### config.mk
export PLATFORM = sky130hd
export DESIGN_NAME = sp_mat_array
export DESIGN_NICKNAME = d
export VERILOG_FILES = /design/src/hw/scratchpad_pkg.sv /design/src/hw/sp_mat_array.sv
export SDC_FILE = /design/constraint.sdc
export NUM_CORES = 1
export LEC_CHECK = 0
export ABC_CLOCK_PERIOD_IN_PS = 2700
export BUFFER_PORTS_ARGS = -buffer_cell sky130_fd_sc_hd__buf_2
export CAP_MARGIN = 20
export CORE_MARGIN = 2
export CORE_UTILIZATION = 35
export CTS_BUF_LIST = sky130_fd_sc_hd__clkbuf_2
export DETAILED_ROUTE_END_ITERATION = 8
export GPL_TIMING_DRIVEN = 1
export PLACE_DENSITY_LB_ADDON = 0.12
export SLEW_MARGIN = 10
export SYNTH_ARGS = -nofsm -noshare
export SYNTH_HDL_FRONTEND = slang
export SYNTH_SLANG_ARGS = --single-unit
### constraint.sdc
create_clock -name CLK -period 2.7 [get_ports CLK]
set_input_delay 0.135 -clock CLK [delete_from_list [all_inputs] [get_ports CLK]]
set_output_delay 0.135 -clock CLK [all_outputs]
set_load 0.005 [all_outputs]
### src/hw/scratchpad_pkg.sv
`default_nettype none

package scratchpad_pkg;

    // element and row geometry
    localparam int VALUE_BITS   = 16;
    localparam int VALS_PER_ROW = 4;
    localparam int BITS_PER_ROW = VALUE_BITS * VALS_PER_ROW;  // 64

    localparam int MAT_S_W = 2;   // four matrices
    localparam int ROW_S_W = 2;   // four rows per matrix
    localparam int MTYPE_W = 2;   // read kind or gemm matrix type
    localparam int WORD_W  = 32;  // dram address

    localparam int FIFO_DEPTH = 12;

    // {done, mat, row, data}
    localparam int W_ENTRY_W = 1 + MAT_S_W + ROW_S_W + BITS_PER_ROW;

    // {addr or unused, kind or mtype, mat, row}
    localparam int RD_REQ_W = WORD_W + MTYPE_W + MAT_S_W + ROW_S_W;

    // {addr, mat, row, data}
    localparam int DRAM_OUT_W = WORD_W + MAT_S_W + ROW_S_W + BITS_PER_ROW;

    // {mtype, mat, row, data}
    localparam int GEMM_OUT_W = MTYPE_W + MAT_S_W + ROW_S_W + BITS_PER_ROW;

    // a kind of zero marks a store, anything else is the gemm matrix type
    typedef union packed {
        struct packed {
            logic [WORD_W-1:0]  addr;
            logic [MTYPE_W-1:0] kind;
            logic [MAT_S_W-1:0] mat;
            logic [ROW_S_W-1:0] row;
        } store;
        struct packed {
            logic [WORD_W-1:0]  unused;
            logic [MTYPE_W-1:0] mtype;
            logic [MAT_S_W-1:0] mat;
            logic [ROW_S_W-1:0] row;
        } gemm;
    } rd_req_u;

endpackage

`default_nettype wire
### src/hw/sp_mat_array.sv
`timescale 1ns/1ps
`default_nettype none

module sp_mat_array (
    input  logic                                    CLK,
    input  logic                                    nRST,
    input  logic                                    wr_en,
    input  logic [scratchpad_pkg::MAT_S_W-1:0]      wr_mat,
    input  logic [scratchpad_pkg::ROW_S_W-1:0]      wr_row,
    input  logic [scratchpad_pkg::BITS_PER_ROW-1:0] wr_data,
    input  logic [scratchpad_pkg::MAT_S_W-1:0]      rd_mat,
    input  logic [scratchpad_pkg::ROW_S_W-1:0]      rd_row,
    output logic [scratchpad_pkg::BITS_PER_ROW-1:0] rd_data
);

    import scratchpad_pkg::*;

    localparam int NUM_MATS = 1 << MAT_S_W;
    localparam int NUM_ROWS = 1 << ROW_S_W;

    // each row is VALS_PER_ROW packed values of VALUE_BITS
    logic [NUM_MATS-1:0][NUM_ROWS-1:0][BITS_PER_ROW-1:0] mats;

    always_ff @(posedge CLK, negedge nRST) begin
        if (!nRST) begin
            mats <= '0;
        end else if (wr_en) begin
            mats[wr_mat][wr_row] <= wr_data;
        end
    end

    // read straight from the flops, a write shows up the cycle after it lands
    assign rd_data = mats[rd_mat][rd_row];

endmodule

`default_nettype wire

# After elaboration in Yosys (flattened, before gate mapping)
# Cells that the tools add are included.
[op_classes] n_mux=9 n_reduce_logical=2 n_lt_le_gt_ge=6
[op_table] operator="$bwmux 1024" n=1
[op_table] operator="$bmux 256 s2" n=1
[op_table] operator="$demux 256 s2" n=1
[op_table] operator="$mux 256" n=2
[op_table] operator="$bmux 64 s2" n=1
[op_table] operator="$demux 64 s2" n=1
[op_table] operator="$mux 64" n=2
[op_table] operator="$lt 2x3->1 const B" n=4
[op_table] operator="$ge 2x1->1 const B" n=2
[op_table] operator="$logic_and 1x1->1" n=2
[totals] output_inout_bits=64 reg_bits=1024

# Logic depth before layout (Yosys ltp)
# Gate-level depths: netlist (run 1).
[logic_depth] ltp_word=7 mapped_depth=6 mapped_depth_nobuf=3

# Worst setup path after synthesis (run 1)
# OpenSTA, ideal clock, no wires.
[synth_timing] kind="input to output" start="input rd_mat[0] in the netlist's numbering" end="output rd_data[15] in the netlist's numbering" cell_stages=6 t_required_ps=2565 setup_slack_ps=983 arrival_time_ps=1582 cell_sequence="clkbuf_1 > clkbuf_1 > buf_2 > mux4_2 > a22oi_1 > nand2_1"
[synth_via] elab_chain_len=4
[synth_lines] element="start: declaration" line="sp_mat_array.sv:11" rtl="input logic [scratchpad_pkg::MAT_S_W-1:0] rd_mat,"
[synth_lines] element="$bmux 256 s2" line="sp_mat_array.sv:33" rtl="assign rd_data = mats[rd_mat][rd_row];"
[synth_lines] element="$mux 256 (not written as such)" line="sp_mat_array.sv:33"
[synth_lines] element="$bmux 64 s2" line="sp_mat_array.sv:33"
[synth_lines] element="$mux 64 (not written as such)" line="sp_mat_array.sv:33"
[synth_lines] element="end: declaration" line="sp_mat_array.sv:13" rtl="output logic [scratchpad_pkg::BITS_PER_ROW-1:0] rd_data"
# No other way between the ends. The select of a mux whose other input is x is not followed.

# Worst setup path after layout (run 1)
[layout_timing] start="register mats[642] in the netlist's numbering" end="output rd_data[2] in the netlist's numbering"
[layout_via] elab_chain_len=4
[layout_lines] element="start: declaration" line="sp_mat_array.sv:22" rtl="logic [NUM_MATS-1:0][NUM_ROWS-1:0][BITS_PER_ROW-1:0] mats;"
[layout_lines] element="start signal: indexed assignment" line="sp_mat_array.sv:28" rtl="mats[wr_mat][wr_row] <= wr_data;"
[layout_lines] element="$bmux 256 s2" line="sp_mat_array.sv:33"
[layout_lines] element="$mux 256 (not written as such)" line="sp_mat_array.sv:33"
[layout_lines] element="$bmux 64 s2" line="sp_mat_array.sv:33"
[layout_lines] element="$mux 64 (not written as such)" line="sp_mat_array.sv:33"
# No other way between the ends. The select of a mux whose other input is x is not followed.

==> flow_summary.ini, run 1 <==
[global_routing]
grt_max_degree = 113
overflow = 0
grt_pass1_vias = 30400
antenna_found_initial = 9
grt_pass1_wl_um = 194000
grtUsageTotal = 0.192

[sta]
max_freq_mhz = 327
finalSetupViolations = 80
rsz0062_at_grt = true
holdWs_ns = 0.322
hold_violations = 0
period_minus_slack_ns = 3.06
fin_skew_ns = 0
post-route-period-util = 1.13
worst_pin_slew_ns = 1.05
fin_ws_ns = -0.361
slew_headroom = 0.299
slew_viol_final = 0

[critical_path]
startpoint_type = flip-flop
slowest_delay_ns = 0.49
required_ns = 2.57
r2r_start = mats[621]$_DFFE_PN0P_
crit_arrival_ns = 2.93
critPathKind = flip-flop to output pin
end_kind = output pin
cp_num_buf_inv = 1
crit_chain = mux4_2 -> a22oi_2 -> nand2_2 -> buf_6
cp_top_family = multiplexers
cp-startpoint = mats[642]$_DFFE_PN0P_
r2r_slack_ns = 1.35
cp_max_fo = 2
critPathSlowestCell = mux4_2

[logic_synthesis]
synth-seq-area-share = 0.558
synth-warning-count = 0
syn_area_per_cell_um2 = 16.5
netlist_top_cells_count = 1024 x dfrtp_1, 900 x mux2_2, 256 x mux4_2
synth_top_area_share = 0.558
syn_nets = 2850
ys_async_sr_fraction = 1.00
synthCells = 2775
synth_edf_count = 0
synth_cell_types = 27
synth-seq-cells = 1024
synth_area_leaders = dfrtp_1 56%, mux2_2 22%, mux4_2 13%, a22oi_1 2.1%, mux2_4 2.0%
syn_area_mm2 = 0.0459
synth_top_area_cell = dfrtp_1
synth_most_common_cell = dfrtp_1
synthFlopType = dfrtp_1

[die]
ios = 139
die-area_mm2 = 0.134
core_mm2 = 0.130
fp.dieW_um = 366
start_util = 0.354
num_rows = 132
die_y_um = 366

[power]
p_total_mw = 39.5
powerDensity_mw_per_mm2 = 742
ir_drop_mv = 0.414
power.leakage_nw = 23.3

[clock_network]
cts-htree-levels = 5
clock_latency_ns = 1.47
cts_buffers = 300
clk_pin_slew_ns = 0.10
cts_buffer_depth = 4
cts_tree = done
cts-root-buf = clkbuf_2
clock_sinks = 1024

[route]
drt_iter0_drc = 1435
via_count = 26800
antenna_left = 0
drc = 0
drt-total-wl_um = 127000
drt_pass1_iterations = 5
wire_per_inst_um = 24.6
vias_per_cell = 5.21

[cells_and_area]
stdcell_count = 5146
fin_util = 0.411
top_register = mats
drive_above_1_share = 0.585
largest_reg_flops = 1024
nNetsFinal = 3290
fillCellCount = 12100
top_regs = mats: 1024 flops
syn2layout_area_growth_pct = 16.1

[run]
maxCapViolCount = 0

[placed_design]
placed_cells = 4495
gp_congestion = 0.721
dp_hpwl_um = 68400
portBuffers = 138
dp_slack_ns = 0.478

[min_path]
hold_path_class = input port to flip-flop
min_from = wr_data[40]

[outcome]
outcome = finished, violations left
violations = negative setup slack
worst register-to-register path: stages (launching register included):
cell           delay, ns
dfrtp_1             0.39
mux2_1              0.28
dlygate4sd3_1       0.56
metrics by stage:
stage / setup TNS (ns) / area [um2]
2_1_floorplan: 0 / 45900
3_3_place_gp: 0 / 48900
3_5_place_dp: 0 / 48900
4_1_cts: -37.64 / 53200
5_1_grt: -35.72 / 53300
6_report: -18.09 / 53300
kinds of logic (layout without fill, tap and decap cells):
kind of cell,Yosys count,in the layout,share of synthesized area
AOI/OAI and AO/OA,128,128,0.0209
buffers and inverters,250,875,0.0285
DFF,1024,1024,0.558
muxes,1280,1280,0.382
other,0,4,0
and+or+nand+nor,93,93,0.0107
path summary, 6_finish.rpt:
kind	to	cells past startpoint
max	rd_data[2]	4
min	mats[168]$_DFFE_PN0P_	4
max reg2reg	mats[621]$_DFFE_PN0P_	2
min reg2reg	mats[522]$_DFFE_PN0P_	1
max in group asynchronous	mats[778]$_DFFE_PN0P_	6
min in group asynchronous	mats[784]$_DFFE_PN0P_	5
layout by cell type, fill, tap and decap left out, types with 3 or more instances in the layout:
master         netlist  layout
nand2_1             65      47
buf_6               26      10
clkbuf_2             0     450
mux2_2             900     900
clkinv_1             0      32
dfrtp_1           1024    1024
diode_2              0       4
mux2_4              60      60
buf_2               85     125
dlygate4sd3_1        0     151
mux4_2             256     256
buf_8                0       3
inv_2                0       3
a22oi_1            128      88
a22oi_2              0      40
nor2_4               0       7
buf_4               18      44
mux2_1              64      64
buf_12               0      53
nand2_2              1      19
nor3_4               4       6
power by group:
group / internal, mW / switching (mW) / total (mW)
Clock: 4.52 / 6.41 / 10.9
Sequential: 18.9 / 1.73 / 20.6
Combinational: 5.06 / 2.94 / 8.00
Total: 28.4 / 11.1 / 39.5
what timing repair did:
item	in CTS	in global routing
endpoints found under the hold margin	2048	0
hold buffers	153	0
gates resized for setup	46	22
pin swaps	54	22
setup buffers	3	4
setup endpoints to repair	64	64
final cells by class:
class / count / area [um2] / area share
Tap cell: 1742 / 2180 / 0.0409
Sequential cell: 1024 / 25600 / 0.481
Clock inverter: 37 / 191 / 0.00359
Timing Repair Buffer: 388 / 3740 / 0.0702
Multi-Input combinational cell: 1501 / 19300 / 0.362
Clock buffer: 450 / 2250 / 0.0423
Antenna cell: 4 / 10.0 / 0.000188
metal layers:
| metal | GRT usage | wire [um] | vias to the layer above | part of all wire |
|---|---|---|---|---|
| met5 | 0 | 78 | - | 0.00062 |
| met4 | 0.0646 | 2780 | 12 | 0.022 |
| met3 | 0.0403 | 5120 | 217 | 0.040 |
| met2 | 0.304 | 60600 | 590 | 0.48 |
| met1 | 0.262 | 58100 | 14600 | 0.46 |
| li1 | - | - | 11400 | - |
Power figures use the tool's default switching activity.
==> run 2: changes to the inputs <==
Settings changed: CTS_CLUSTER_SIZE from default to 16, SETUP_SLACK_MARGIN from default to 0.3.
==> run 2 against run 1 <==
The flow still finishes with violations (negative setup slack). Non-clock buffer count up 6. Sequential share of layout area down 0.27 points. Routed wire length down 0.21%. Via count up 0.13%. Critical path depth unchanged. Flip-flop and latch count unchanged. Worst setup slack worse by 0.0084 ns. Total power up 0.70%. Die area unchanged. Global-route usage about the same. Register-to-register slack about the same. Final cell count up 0.31%. Critical path type unchanged. Largest cell class unchanged. Largest power group unchanged.
==> flow_summary.ini, run 2 (synthesis gave the netlist of run 1 again) <==
[sta]
holdWs_ns = 0.306
worst_pin_slew_ns = 1.06
finalSetupViolations = 64
slew_viol_final = 0
fin_ws_ns = -0.369
post-route-period-util = 1.14
slew_headroom = 0.291
max_freq_mhz = 326
rsz0062_at_grt = true
fin_skew_ns = 0
hold_violations = 0
period_minus_slack_ns = 3.07

[critical_path]
startpoint_type = flip-flop
critPathSlowestCell = mux4_2
cp_num_buf_inv = 1
cp_top_family = multiplexers
critPathKind = flip-flop to output pin
end_kind = output pin
cp_max_fo = 2
crit_arrival_ns = 2.93
crit_chain = mux4_2 -> a22oi_2 -> nand2_1 -> buf_2
required_ns = 2.57
slowest_delay_ns = 0.49

[route]
drt-total-wl_um = 126000
vias_per_cell = 5.20
drt_pass1_iterations = 5
drc = 0
via_count = 26900
drt_iter0_drc = 1331
wire_per_inst_um = 24.5
antenna_left = 0

[power]
p_sw_mw = 11.2
combPwrFrac = 0.204
powerDensity_mw_per_mm2 = 743
ir_drop_mv = 0.419
p_sw_frac = 0.281
power.leakage_nw = 23.4
seq_power_share = 0.517
p_clk_frac = 0.278
p_int_mw = 28.6

[cells_and_area]
final_common_cell = dfrtp_1
top_register = mats
top_regs = mats: 1024 flops
drive_above_1_share = 0.598
largest_reg_flops = 1024
nNetsFinal = 3296
fillCellCount = 12000
final_area_mm2 = 0.0536
fin_util = 0.413
syn2layout_area_growth_pct = 16.8
layout_common_cells = 1024 x dfrtp_1, 900 x mux2_2, 462 x clkbuf_2

[global_routing]
overflow = 0
grt_pass1_wl_um = 194000
grt_pass1_vias = 30400
grt_max_degree = 113
grtUsageTotal = 0.192
antenna_found_initial = 10

[clock_network]
cts-htree-levels = 5
clock_sinks = 1024
cts-root-buf = clkbuf_2
cts_buffer_depth = 4
clk_pin_slew_ns = 0.11
cts_buffers = 300
cts_tree = done
clock_latency_ns = 1.49

[placed_design]
dp_hpwl_um = 68400
portBuffers = 138
gp_congestion = 0.721
dp_slack_ns = 0.478
dpl-instance-area_mm2 = 0.0489

[die]
die_y_um = 366
start_util = 0.354
num_rows = 132
die-area_mm2 = 0.134
core_mm2 = 0.130
ios = 139
fp.dieW_um = 366

[outcome]
violations = negative setup slack
outcome = finished, violations left

[run]
maxCapViolCount = 0

[min_path]
hold_path_class = input port to flip-flop
-- run 2: repair_timing --
action | 4_1_cts | 5_1_grt
endpoints found under the hold margin | 2048 | 0
hold buffers | 156 | 0
setup buffers | 3 | 8
endpoints found under the setup margin | 64 | 148
pin swaps | 50 | 60
gates resized for setup | 46 | 65
-- run 2: layout make-up --
class / count / area [um2] / share of cell area
sequential: 1024 / 25600 / 0.478
clock buffer: 462 / 2310 / 0.0431
antenna: 4 / 10.0 / 0.000187
multi-input combinational: 1501 / 19500 / 0.364
timing repair buffer: 394 / 3800 / 0.0709
clock inverter: 35 / 184 / 0.00343
tap: 1742 / 2180 / 0.0407
-- run 2: layer usage --
metal | part of all wire | vias to the layer above | GRT usage
met4 | 0.022 | 12 | 0.0641
li1 | - | 11500 | -
met2 | 0.48 | 567 | 0.304
met1 | 0.46 | 14600 | 0.262
met3 | 0.039 | 221 | 0.0402
met5 | 0.00062 | - | 0
-- run 2: stage by stage --
step / power (mW) / setup TNS [ns] / std cells
3_5_place_dp: 28.6 / 0 / 4495
5_1_grt: 42.4 / -34.33 / 5161
6_report: 39.8 / -17.12 / 5162
4_1_cts: 40.4 / -37.77 / 5151
2_1_floorplan: 26.0 / 0 / 2775
3_3_place_gp: 28.1 / 0 / 4495
-- run 2: power groups by stage --
stage	sequential [mW]	clock, mW	combinational (mW)
floorplan	20.3	0	5.77
global placement	20.7	0	7.42
detailed placement	20.9	0	7.70
CTS	20.6	11.7	8.08
global route	21.0	12.5	8.82
finish	20.6	11.1	8.13
-- run 2: path summary, 6_finish.rpt --
| check | start | end | slack [ns] | depth (start not counted) |
|---|---|---|---|---|
| worst min register to register | mats[525]$_DFFE_PN0P_ | mats[525]$_DFFE_PN0P_ | 0.49 | 1 |
| worst max-delay path | mats[937]$_DFFE_PN0P_ | rd_data[41] | -0.37 | 4 |
| worst min-delay path | wr_data[39] | mats[551]$_DFFE_PN0P_ | 0.31 | 4 |
| worst max register to register | mats[169]$_DFFE_PN0P_ | mats[169]$_DFFE_PN0P_ | 1.34 | 2 |
| min in group asynchronous | nRST | mats[528]$_DFFE_PN0P_ | 0.34 | 5 |
| max in group asynchronous | nRST | mats[697]$_DFFE_PN0P_ | 1.38 | 6 |
-- run 2: tightest hold or removal path: stages --
cell and delay [ns]:
dlygate4sd3_1 0.52, buf_2 0.09, dlygate4sd3_1 0.85, mux2_1 0.21
