<file path="src/hw/sp_fifo.sv">
`timescale 1ns/1ps
`default_nettype none

module sp_fifo #(
    parameter int WIDTH = 8,
    parameter int DEPTH = 4
) (
    input  logic             CLK,
    input  logic             nRST,
    input  logic             wen,
    input  logic [WIDTH-1:0] wdata,
    input  logic             ren,
    output logic [WIDTH-1:0] rdata,
    output logic             full,
    output logic             empty
);

    localparam int PTR_W = (DEPTH > 1) ? $clog2(DEPTH) : 1;
    localparam int CNT_W = $clog2(DEPTH + 1);

    logic [WIDTH-1:0] mem [DEPTH];
    logic [PTR_W-1:0] wr_ptr;
    logic [PTR_W-1:0] rd_ptr;
    logic [CNT_W-1:0] count;
    logic             do_write;
    logic             do_read;

    assign full  = (count == CNT_W'(DEPTH));
    assign empty = (count == '0);

    // requests that would overrun or underrun are dropped here
    assign do_write = wen & ~full;
    assign do_read  = ren & ~empty;

    assign rdata = mem[rd_ptr];  // head falls through, no read latency

    always_ff @(posedge CLK, negedge nRST) begin
        if (!nRST) begin
            wr_ptr <= '0;
            rd_ptr <= '0;
            count  <= '0;
        end else begin
            if (do_write) begin
                // depth need not be a power of two, so wrap explicitly
                wr_ptr <= (wr_ptr == PTR_W'(DEPTH - 1)) ? '0 : wr_ptr + 1'b1;
            end
            if (do_read) begin
                rd_ptr <= (rd_ptr == PTR_W'(DEPTH - 1)) ? '0 : rd_ptr + 1'b1;
            end
            case ({do_write, do_read})
                2'b10:   count <= count + 1'b1;
                2'b01:   count <= count - 1'b1;
                default: count <= count;  // idle, or push and pop together
            endcase
        end
    end

    always_ff @(posedge CLK) begin
        if (do_write) begin
            mem[wr_ptr] <= wdata;
        end
    end

endmodule

`default_nettype wire

</file>
<file path="config.mk">
export PLATFORM = sky130hd
export DESIGN_NAME = sp_fifo
export DESIGN_NICKNAME = d
export VERILOG_FILES = /design/src/hw/sp_fifo.sv
export SDC_FILE = /design/constraint.sdc
export NUM_CORES = 1
export LEC_CHECK = 0
export BUFFER_PORTS_ARGS = -buffer_cell sky130_fd_sc_hd__buf_2
export CORE_MARGIN = 2
export CORE_UTILIZATION = 45
export CTS_BUF_LIST = sky130_fd_sc_hd__clkbuf_2
export DETAILED_ROUTE_END_ITERATION = 10
export GPL_ROUTABILITY_DRIVEN = 0
export SYNTH_ARGS = -nofsm -noshare
export SYNTH_HDL_FRONTEND = slang
export SYNTH_SLANG_ARGS = --single-unit
</file>
<file path="constraint.sdc">
create_clock -name CLK -period 4.6 [get_ports CLK]
set_input_delay 0.23 -clock CLK [delete_from_list [all_inputs] [get_ports CLK]]
set_output_delay 0.23 -clock CLK [all_outputs]
set_load 0.02 [all_outputs]
</file>
# [After elaboration in Yosys (flattened, before gate mapping)]
# Memories as Yosys holds them, arrays and structs flattened.
# Cells that the tools add are included.
[totals] ff_bits=7 latch_bits=0 mem_bits_rw=32 mem_bits_ro=0 out_inout_bits=10 wordCells=24 mem_count=1
[mem_list] memory="mem" depth=4 word_bits=8 rd=1 rd_clocked_by_memory_dff=0 write_ports=1 line_no="21" rtl="logic [WIDTH-1:0] mem [DEPTH];"
[classes] addsub=4 mul=0 div=0 order_cmp=0 n_eq_ne=5 n_shift=0 muxes=5 bitwise=4 reduce_logical=2
[ops] operator="2-bit == test (second input constant)" n=3
[ops] operator="3-bit case mux with 2 select lines" n=1
[ops] operator="2-bit by 1-bit adder with 2-bit output (second input constant)" n=2
[ops] operator="2-bit 2-to-1 mux" n=2
[ops] operator="3-bit by 1-bit adder with 3-bit output (second input constant)" n=1
[ops] operator="3-bit == test (second input constant)" n=1
[ops] operator="3-bit zero test" n=1
[ops] operator="3-bit by 1-bit subtractor with 3-bit output (second input constant)" n=1
[ops] operator="1-bit AND" n=2
[ops] operator="2-bit by 1-bit == test with 1-bit output (second input constant)" n=1
[ops] operator="1-bit 2-to-1 mux" n=2
[ops] operator="1-bit NOT" n=2
[ops] operator="2-bit nonzero test" n=1

# [Logic depth before layout (Yosys ltp)]
# Gate-level depths: netlist of run 1.
[depth] depth_word=5 depth_mapped=9 mapped_depth_nobuf=9

# [Least setup slack after synthesis of run 1]
# OpenSTA, ideal clock, no wires.
[synth_timing] path_type="reg-to-reg" start="register count[0]" end="register count[2]" setup_time_ns=0.125 arrival_ns=1.964 setup_slack_ns=2.511 stages_incl_launch_ff=10 n_path_buf=0 cell_sequence="dfrtp_1 nor3_1 nand2b_1 inv_1 ha_1 inv_1 fa_1 xor2_1 nor2_1 xor2_1"
[synth_between] elab_chain_len=5 elab_cells_between_ends=12
[synth_lines] element="from (decl)" line_no="24" rtl="logic [CNT_W-1:0] count;"
[synth_lines] element="from (signal assigned)" line_no="51" rtl="2'b10: count <= count + 1'b1;"
[synth_lines] element="from (signal assigned)" line_no="52" rtl="2'b01: count <= count - 1'b1;"
[synth_lines] element="from (signal assigned)" line_no="53" rtl="default: count <= count;"
[synth_lines] element="3-bit zero test (*)" line_no="29" rtl="assign empty = (count == '0);"
[synth_lines] element="named net empty" line_no="15" rtl="output logic empty"
[synth_lines] element="1-bit NOT (*)" line_no="33" rtl="assign do_read = ren & ~empty;"
[synth_lines] element="1-bit AND (*)" line_no="33"
[synth_lines] element="named net do_read" line_no="26" rtl="logic do_read;"
[synth_lines] element="2-bit by 1-bit == test with 1-bit output / 2-bit == test (equally long branches)" line_no="50" rtl="case ({do_write, do_read})"
[synth_lines] element="3-bit case mux with 2 select lines / 2-bit nonzero test (equally long branches)"
# Mark *: on every way through the listed nets, which the timed path passes. The rest lies on a longest branch.
# A chain may end at the register's enable or synchronous reset.

# [Final worst setup path of run 1]
[layout_timing] start="register count[0]" end="register count[2]"
[layout_between] elab_chain_len=5 elab_cells_between_ends=12
[layout_lines] element="3-bit == test / 3-bit zero test (equally long branches)" line_no="28, 29"
[layout_lines] element="1-bit NOT, on equally long branches" line_no="32, 33"
[layout_lines] element="1-bit AND, on equally long branches" line_no="32, 33"
[layout_lines] element="2-bit by 1-bit == test with 1-bit output / 2-bit == test (equally long branches)" line_no="50"
[layout_lines] element="3-bit case mux with 2 select lines / 2-bit nonzero test (equally long branches)"
# Several ways; a longest one is shown, not always the timed one.

==> results of run 1 <==
## kinds of logic (layout without fill, tap and decap cells)
logic type,count (synthesis),in the layout,synth area share (%)
simple gates,11,11,4.50
flops,39,39,70.5
xor+xnor,3,3,1.63
mux,13,13,15.1
fa+ha+maj,7,7,5.90
buf+inv,10,40,2.41
## worst max-delay path, stage by stage, from the launching register on
cell	delay, ns
dfrtp_1	0.45
or3b_4	0.44
and2_4	0.19
inv_1	0.06
ha_1	0.17
inv_1	0.06
fa_1	0.38
xor2_1	0.15
nor2_1	0.11
xor2_1	0.15
## metal layers
metal	share of wire, %	vias up	wire length, µm	GRT usage, %
li1	-	367	-	-
met1	42	391	1050	18.2
met2	51	25	1280	23.4
met3	6.9	2	174	6.16
met4	0.60	0	15	5.71
met5	0	-	0	0
## state kept, by name (all words and copies together) (netlist names)
signal	count
count	3
mem	32
wr_ptr	2
rd_ptr	2
## layout make-up
type	count	area share, %
clock buffer	7	1.91
clock inverter	1	0.273
inverter	8	1.64
multi-input combinational	34	23.8
sequential	39	61.9
tap	46	3.14
timing repair buffer	24	7.36
## layout by cell type, fill, tap and decap left out, drive strengths merged
cell and count:
clkinv 1, edfxtp 32, or3b 1, nand2b 1, mux4 8, dfrtp 7, xnor2 1, clkbuf 7
nor2 3, and3 4, mux2 4, nor3 1, inv 8, buf 21, xor2 2, mux2i 1
ha 6, fa 1, and2 1, dlygate4sd3 3
## where the power goes
group | internal, mW | switching, mW
Combinational | 0.204 | 0.204
Sequential | 0.477 | 0.0786
Clock | 0.0416 | 0.100
## through the flow
| stage | std cells | hold slack, ns | utilization, % |
|---|---|---|---|
| after floorplan | 83 | -0.0656 | - |
| after global placement | 148 | 0.0715 | 52.1 |
| after detailed placement | 148 | 0.0810 | 52.1 |
| after CTS | 157 | 0.0239 | 53.6 |
| after global routing | 159 | 0.00342 | 54.2 |
| final | 159 | 0.0672 | 54.2 |
## path summary, 6_finish.rpt
| kind | start | endpoint | slack [ns] | cells past startpoint |
|---|---|---|---|---|
| min in group asynchronous | nRST | count[2]$_DFFE_PN0P_ | 0.20 | 2 |
| worst max register to register | count[0]$_DFFE_PN0P_ | count[2]$_DFFE_PN0P_ | 2.40 | 9 |
| worst max-delay path | count[0]$_DFFE_PN0P_ | count[2]$_DFFE_PN0P_ | 2.40 | 9 |
| worst min register to register | count[2]$_DFFE_PN0P_ | count[2]$_DFFE_PN0P_ | 0.52 | 1 |
| worst min-delay path | wdata[1] | mem[0][1]$_DFFE_PP_ | 0.07 | 1 |
| max in group asynchronous | nRST | wr_ptr[0]$_DFFE_PN0P_ | 4.24 | 2 |
==> reports/qor.yml, run 1 <==
syn_area_mm2: 0.00161
start_kind: "flip-flop"
antenna_found_initial: 0
first_iter_violations: 20
p_leak_nw: 0.734
syn_inst: 83
async_flop_share_pct: 17.9
rsz0062_at_grt: "false"
seq_area_frac_synth_pct: 70.5
synth-seq-cells: 39
synth_nets: 102
cts_setup_buffers: 0
clock_skew_ns: 0.00869
end_kind: "flip-flop"
routed_wl_mm: 2.52
setup-violations-final: 0
status: "finished, final reports clean"
htreeDepth: 2
required_ns: 4.91
cts-root-buf: "clkbuf_2"
cts_tree: "yes"
ant_nets: 0
cap_viol_max_count: 0
synth_edf_count: 32
nets: 131
seqCellArea_mm2: 0.00114
hold_violations: 0
holdCritPathClass: "primary input to flip-flop"
coreArea_mm2: 0.00339
power.density_mw_per_mm2: 602
worstPathMaxFanout: 6
place_area_mm2: 0.00177
ctsResizeCount: 0
synthTopCellsByArea: "edfxtp_1 (60%), mux4_2 (11%), dfrtp_1 (11%), ha_1 (4.7%), and3_2 (1.9%)"
antenna_cells: 0
io_pins: 22
fin_crit_ns: 2.20
num-fill-cells: 275
wl_per_cell_um: 15.8
maxSlewViolCount: 0
synth_top_cell_area_share_pct: 59.6
grt_pass1_wl_mm: 4.27
finalPower_mw: 1.10
cts.sinks: 39
num_rows: 21
place_hpwl_mm: 1.72
drc_errors: 0
die_x_um: 63.8
peakVddDrop_uv: 256
grt_overflow_total: 0
tns_ns: 0
synth_ff_type: "edfxtp_1"
cts_buffers: 5
synth_common_cells: "edfxtp_1 (32), inv_1 (8), mux4_2 (8)"
drive_gt1_share_pct: 41.6
slew-limit-headroom_pct: 60.3
track_usage_pct: 14.9
multi_input_area_um2: 437
syn_avg_cell_area_um2: 19.4
die_area_mm2: 0.00408
final_area_mm2: 0.00184
dr.pass1.iters: 4
portBuffers: 21
path_clk_slew_ns: 0.17
routed_via_density: 4.94
first_global_vias: 868
criticalPathCategory: "flip-flop to flip-flop"
yosys_warnings: 0
tightest_slew_ns: 0.595
min_period_over_period_pct: 47.8
grt_max_degree: 12
clk_latency_ns: 0.36
synth.distinct_cells: 19
start_util_pct: 47.5
preCtsSetupSlack_ns: 2.40
crit_arrival_ns: 2.51
cts_hold_buffers: 1
fin_ws_ns: 2.40
die_h_um: 63.8
area_growth_pct: 13.9
vias: 785
synthMostInstantiatedCell: "edfxtp_1"
yosys.area.top_type: "edfxtp_1"
clock_path_buffers: 2
fmax_ghz: 0.454
(Power assumes the default switching activity.)
==> run 2, diff against run 1 <==
clock period = 2.14 ns   (was 4.6 ns; I/O delays follow)
==> run 2 against run 1 <==
Compared with the run above: sequential cell count unchanged; sequential power increased by 110%; count of clock-buffer cells in the layout is 1 lower; core utilization grew 4.9 points; power grew 150%; wire length up 2.5%; clock power grew to 3.9 times the previous value; largest cell class unchanged; largest power group unchanged; highest routed layer unchanged.
==> reports/qor.yml, run 2 (synthesis results as in run 1) <==
largest_reg_flops: 32  # unchanged
hold_violations: 0  # unchanged
fin_crit_ns: 2.05  # was 2.20 ns
peakVddDrop_uv: 762  # was 256 µV
final_area_mm2: 0.00200  # was 0.00184 mm²
place_area_mm2: 0.00178  # was 0.00177 mm²
reg2reg_depth: 9  # unchanged
grt_max_degree: 13  # was 12
path_clk_slew_ns: 0.20  # was 0.17 ns
die_x_um: 63.8  # unchanged
slowest_stage: "dfrtp_1"  # unchanged
r2r_setup_slack_ns: 0.09  # was 2.40 ns
required_ns: 2.46  # was 4.91 ns
path_buf_inv: 2  # unchanged
place_hpwl_mm: 1.74  # was 1.72 mm
crit_path_start: "count[2]$_DFFE_PN0P_"  # was count[0]$_DFFE_PN0P_
first_iter_violations: 19  # was 20
area_growth_pct: 24.2  # was 13.9%
layout_common_cells: "edfxtp_1 (32), buf_2 (21), dlygate4sd3_1 (9)"  # was edfxtp_1 (32), buf_2 (21), inv_1 (8), mux4_2 (8)
die_area_mm2: 0.00408  # unchanged
antenna_found_initial: 0  # unchanged
io_pins: 22  # unchanged
coreArea_mm2: 0.00339  # unchanged
end_kind: "flip-flop"  # unchanged
tightest_slew_ns: 0.436  # was 0.595 ns
clock_skew_ns: 0.0200  # was 0.00869 ns
cts_buffers: 5  # unchanged
drc_errors: 0  # unchanged
nets: 142  # was 131
start_util_pct: 47.5  # unchanged
portBuffers: 21  # unchanged
maxSlewViolCount: 0  # unchanged
min_period_over_period_pct: 95.7  # was 47.8%
cts_tree: "yes"  # unchanged
grt_overflow_total: 0  # unchanged
power.density_mw_per_mm2: 1350  # was 602 mW/mm²
start_kind: "flip-flop"  # unchanged
cap_viol_max_count: 0  # unchanged
slew-limit-headroom_pct: 70.9  # was 60.3%
tns_ns: 0  # unchanged
fin_ws_ns: 0.0912  # was 2.40 ns
grt_pass1_wl_mm: 4.21  # was 4.27 mm
htreeDepth: 2  # unchanged
status: "finished, final reports clean"  # unchanged
holdCritPathClass: "primary input to asynchronous set/reset pin"  # was primary input to flip-flop
fmax_ghz: 0.488  # was 0.454 GHz
dr.pass1.iters: 2  # was 4
seqCellArea_mm2: 0.00114  # about the same
first_global_vias: 855  # was 868
path_cells: "or3b_4 > and2_4 > inv_1 > ha_2 > inv_1 > fa_2 > xor2_1 > nor2_1 > xor2_1"  # was or3b_4 > and2_4 > inv_1 > ha_1 > inv_1 > fa_1 > xor2_1 > nor2_1 > xor2_1
routed_via_density: 4.86  # was 4.94
grtUsageMet1_pct: 17.8  # was 18.2%
vias: 827  # was 785
use_met3_pct: 4.75  # was 6.16%
antenna_cells: 0  # unchanged
track_usage_pct: 14.4  # was 14.9%
routed_wl_mm: 2.58  # was 2.52 mm
setup-violations-final: 0  # unchanged
num_rows: 21  # unchanged
critical_path.top_delay_family: "simple AND/OR/NAND/NOR gates"  # unchanged
crit_arrival_ns: 2.37  # was 2.51 ns
worstPathMaxFanout: 3  # was 6
crit_path_max_incr_delay_ns: 0.44  # was 0.45 ns
criticalPathCategory: "flip-flop to flip-flop"  # unchanged
grt_util_met2_pct: 23.8  # was 23.4%
busiest_layer: "met2"  # unchanged
crit_end: "count[2]$_DFFE_PN0P_"  # unchanged
rsz0062_at_grt: "true"  # was false
cts.sinks: 39  # unchanged
r2r-end: "count[2]$_DFFE_PN0P_"  # unchanged
final_common_cell: "edfxtp_1"  # unchanged
preCtsSetupSlack_ns: 0.0431  # was 2.40 ns
r2r_start: "count[2]$_DFFE_PN0P_"  # was count[0]$_DFFE_PN0P_
wl_per_cell_um: 15.2  # was 15.8 µm
cts-root-buf: "clkbuf_2"  # unchanged
die_h_um: 63.8  # unchanged
top_regs: "mem (32), count (3)"  # unchanged
clk_latency_ns: 0.37  # was 0.36 ns
multi_input_area_um2: 454  # was 437 µm²
crit_cells: 9  # unchanged
ant_nets: 0  # unchanged
p_leak_nw: 0.804  # was 0.734 nW
num-fill-cells: 260  # was 275
drive_gt1_share_pct: 46.0  # was 41.6%
clock_path_buffers: 2  # unchanged
regMostFlops: "mem"  # unchanged
## run 2: layer usage
layer | vias to the layer above | routed length (µm) | part of all wire [%]
met3 | 2 | 95 | 3.7
met5 | - | 0 | 0
li1 | 393 | - | -
met2 | 18 | 1350 | 52
met1 | 414 | 1120 | 43
met4 | 0 | 15 | 0.58
## run 2: how the worst min path moves through the flow
stage	startpoint	depth (start not counted)	slack [ns]	to
after floorplan	nRST	0	-0.19	count[0]$_DFFE_PN0P_
after global placement	nRST	1	-0.05	wr_ptr[0]$_DFFE_PN0P_
after detailed placement	nRST	1	-0.04	wr_ptr[1]$_DFFE_PN0P_
after CTS	nRST	2	0.05	wr_ptr[1]$_DFFE_PN0P_
after global routing	ren	3	0.04	rd_ptr[1]$_DFFE_PN0P_
final	nRST	2	0.06	wr_ptr[1]$_DFFE_PN0P_
## run 2: stage by stage
stage / hold slack [ns] / power, mW / util, % / std cells
5_1_grt: 0.0420 / 2.87 / 59.1 / 170
6_report: 0.0638 / 2.71 / 59.1 / 170
4_1_cts: 0.0498 / 2.69 / 57.8 / 167
3_3_place_gp: -0.0504 / 2.10 / 52.5 / 150
2_1_floorplan: -0.189 / 1.85 / - / 83
3_5_place_dp: -0.0351 / 2.14 / 52.5 / 150
## run 2: timing repair
action	in CTS	in global routing
hold buffers	9	0
endpoints found under the hold margin	39	0
endpoints found under the setup margin	0	9
resized for setup	0	5
setup buffers	0	3
## run 2: where the power goes
part,total [mW],switching [mW],internal (mW)
combinational,0.973,0.468,0.506
clock,0.548,0.228,0.320
sequential,1.19,0.158,1.03
## run 2: layout make-up
class | count | share of cell area [%]
tap | 46 | 2.88
sequential | 39 | 56.8
multi-input combinational | 34 | 22.7
timing repair buffer | 35 | 11.6
inverter | 8 | 1.50
clock inverter | 2 | 3.00
clock buffer | 6 | 1.50
## run 2: worst reg2reg max path, cell delays in order, from the launching register on
cell and delay [ns]:
dfrtp_1 0.44, or3b_4 0.40, and2_4 0.15, inv_1 0.05
ha_2 0.17, inv_1 0.05, fa_2 0.33, xor2_1 0.15
nor2_1 0.12, xor2_1 0.15
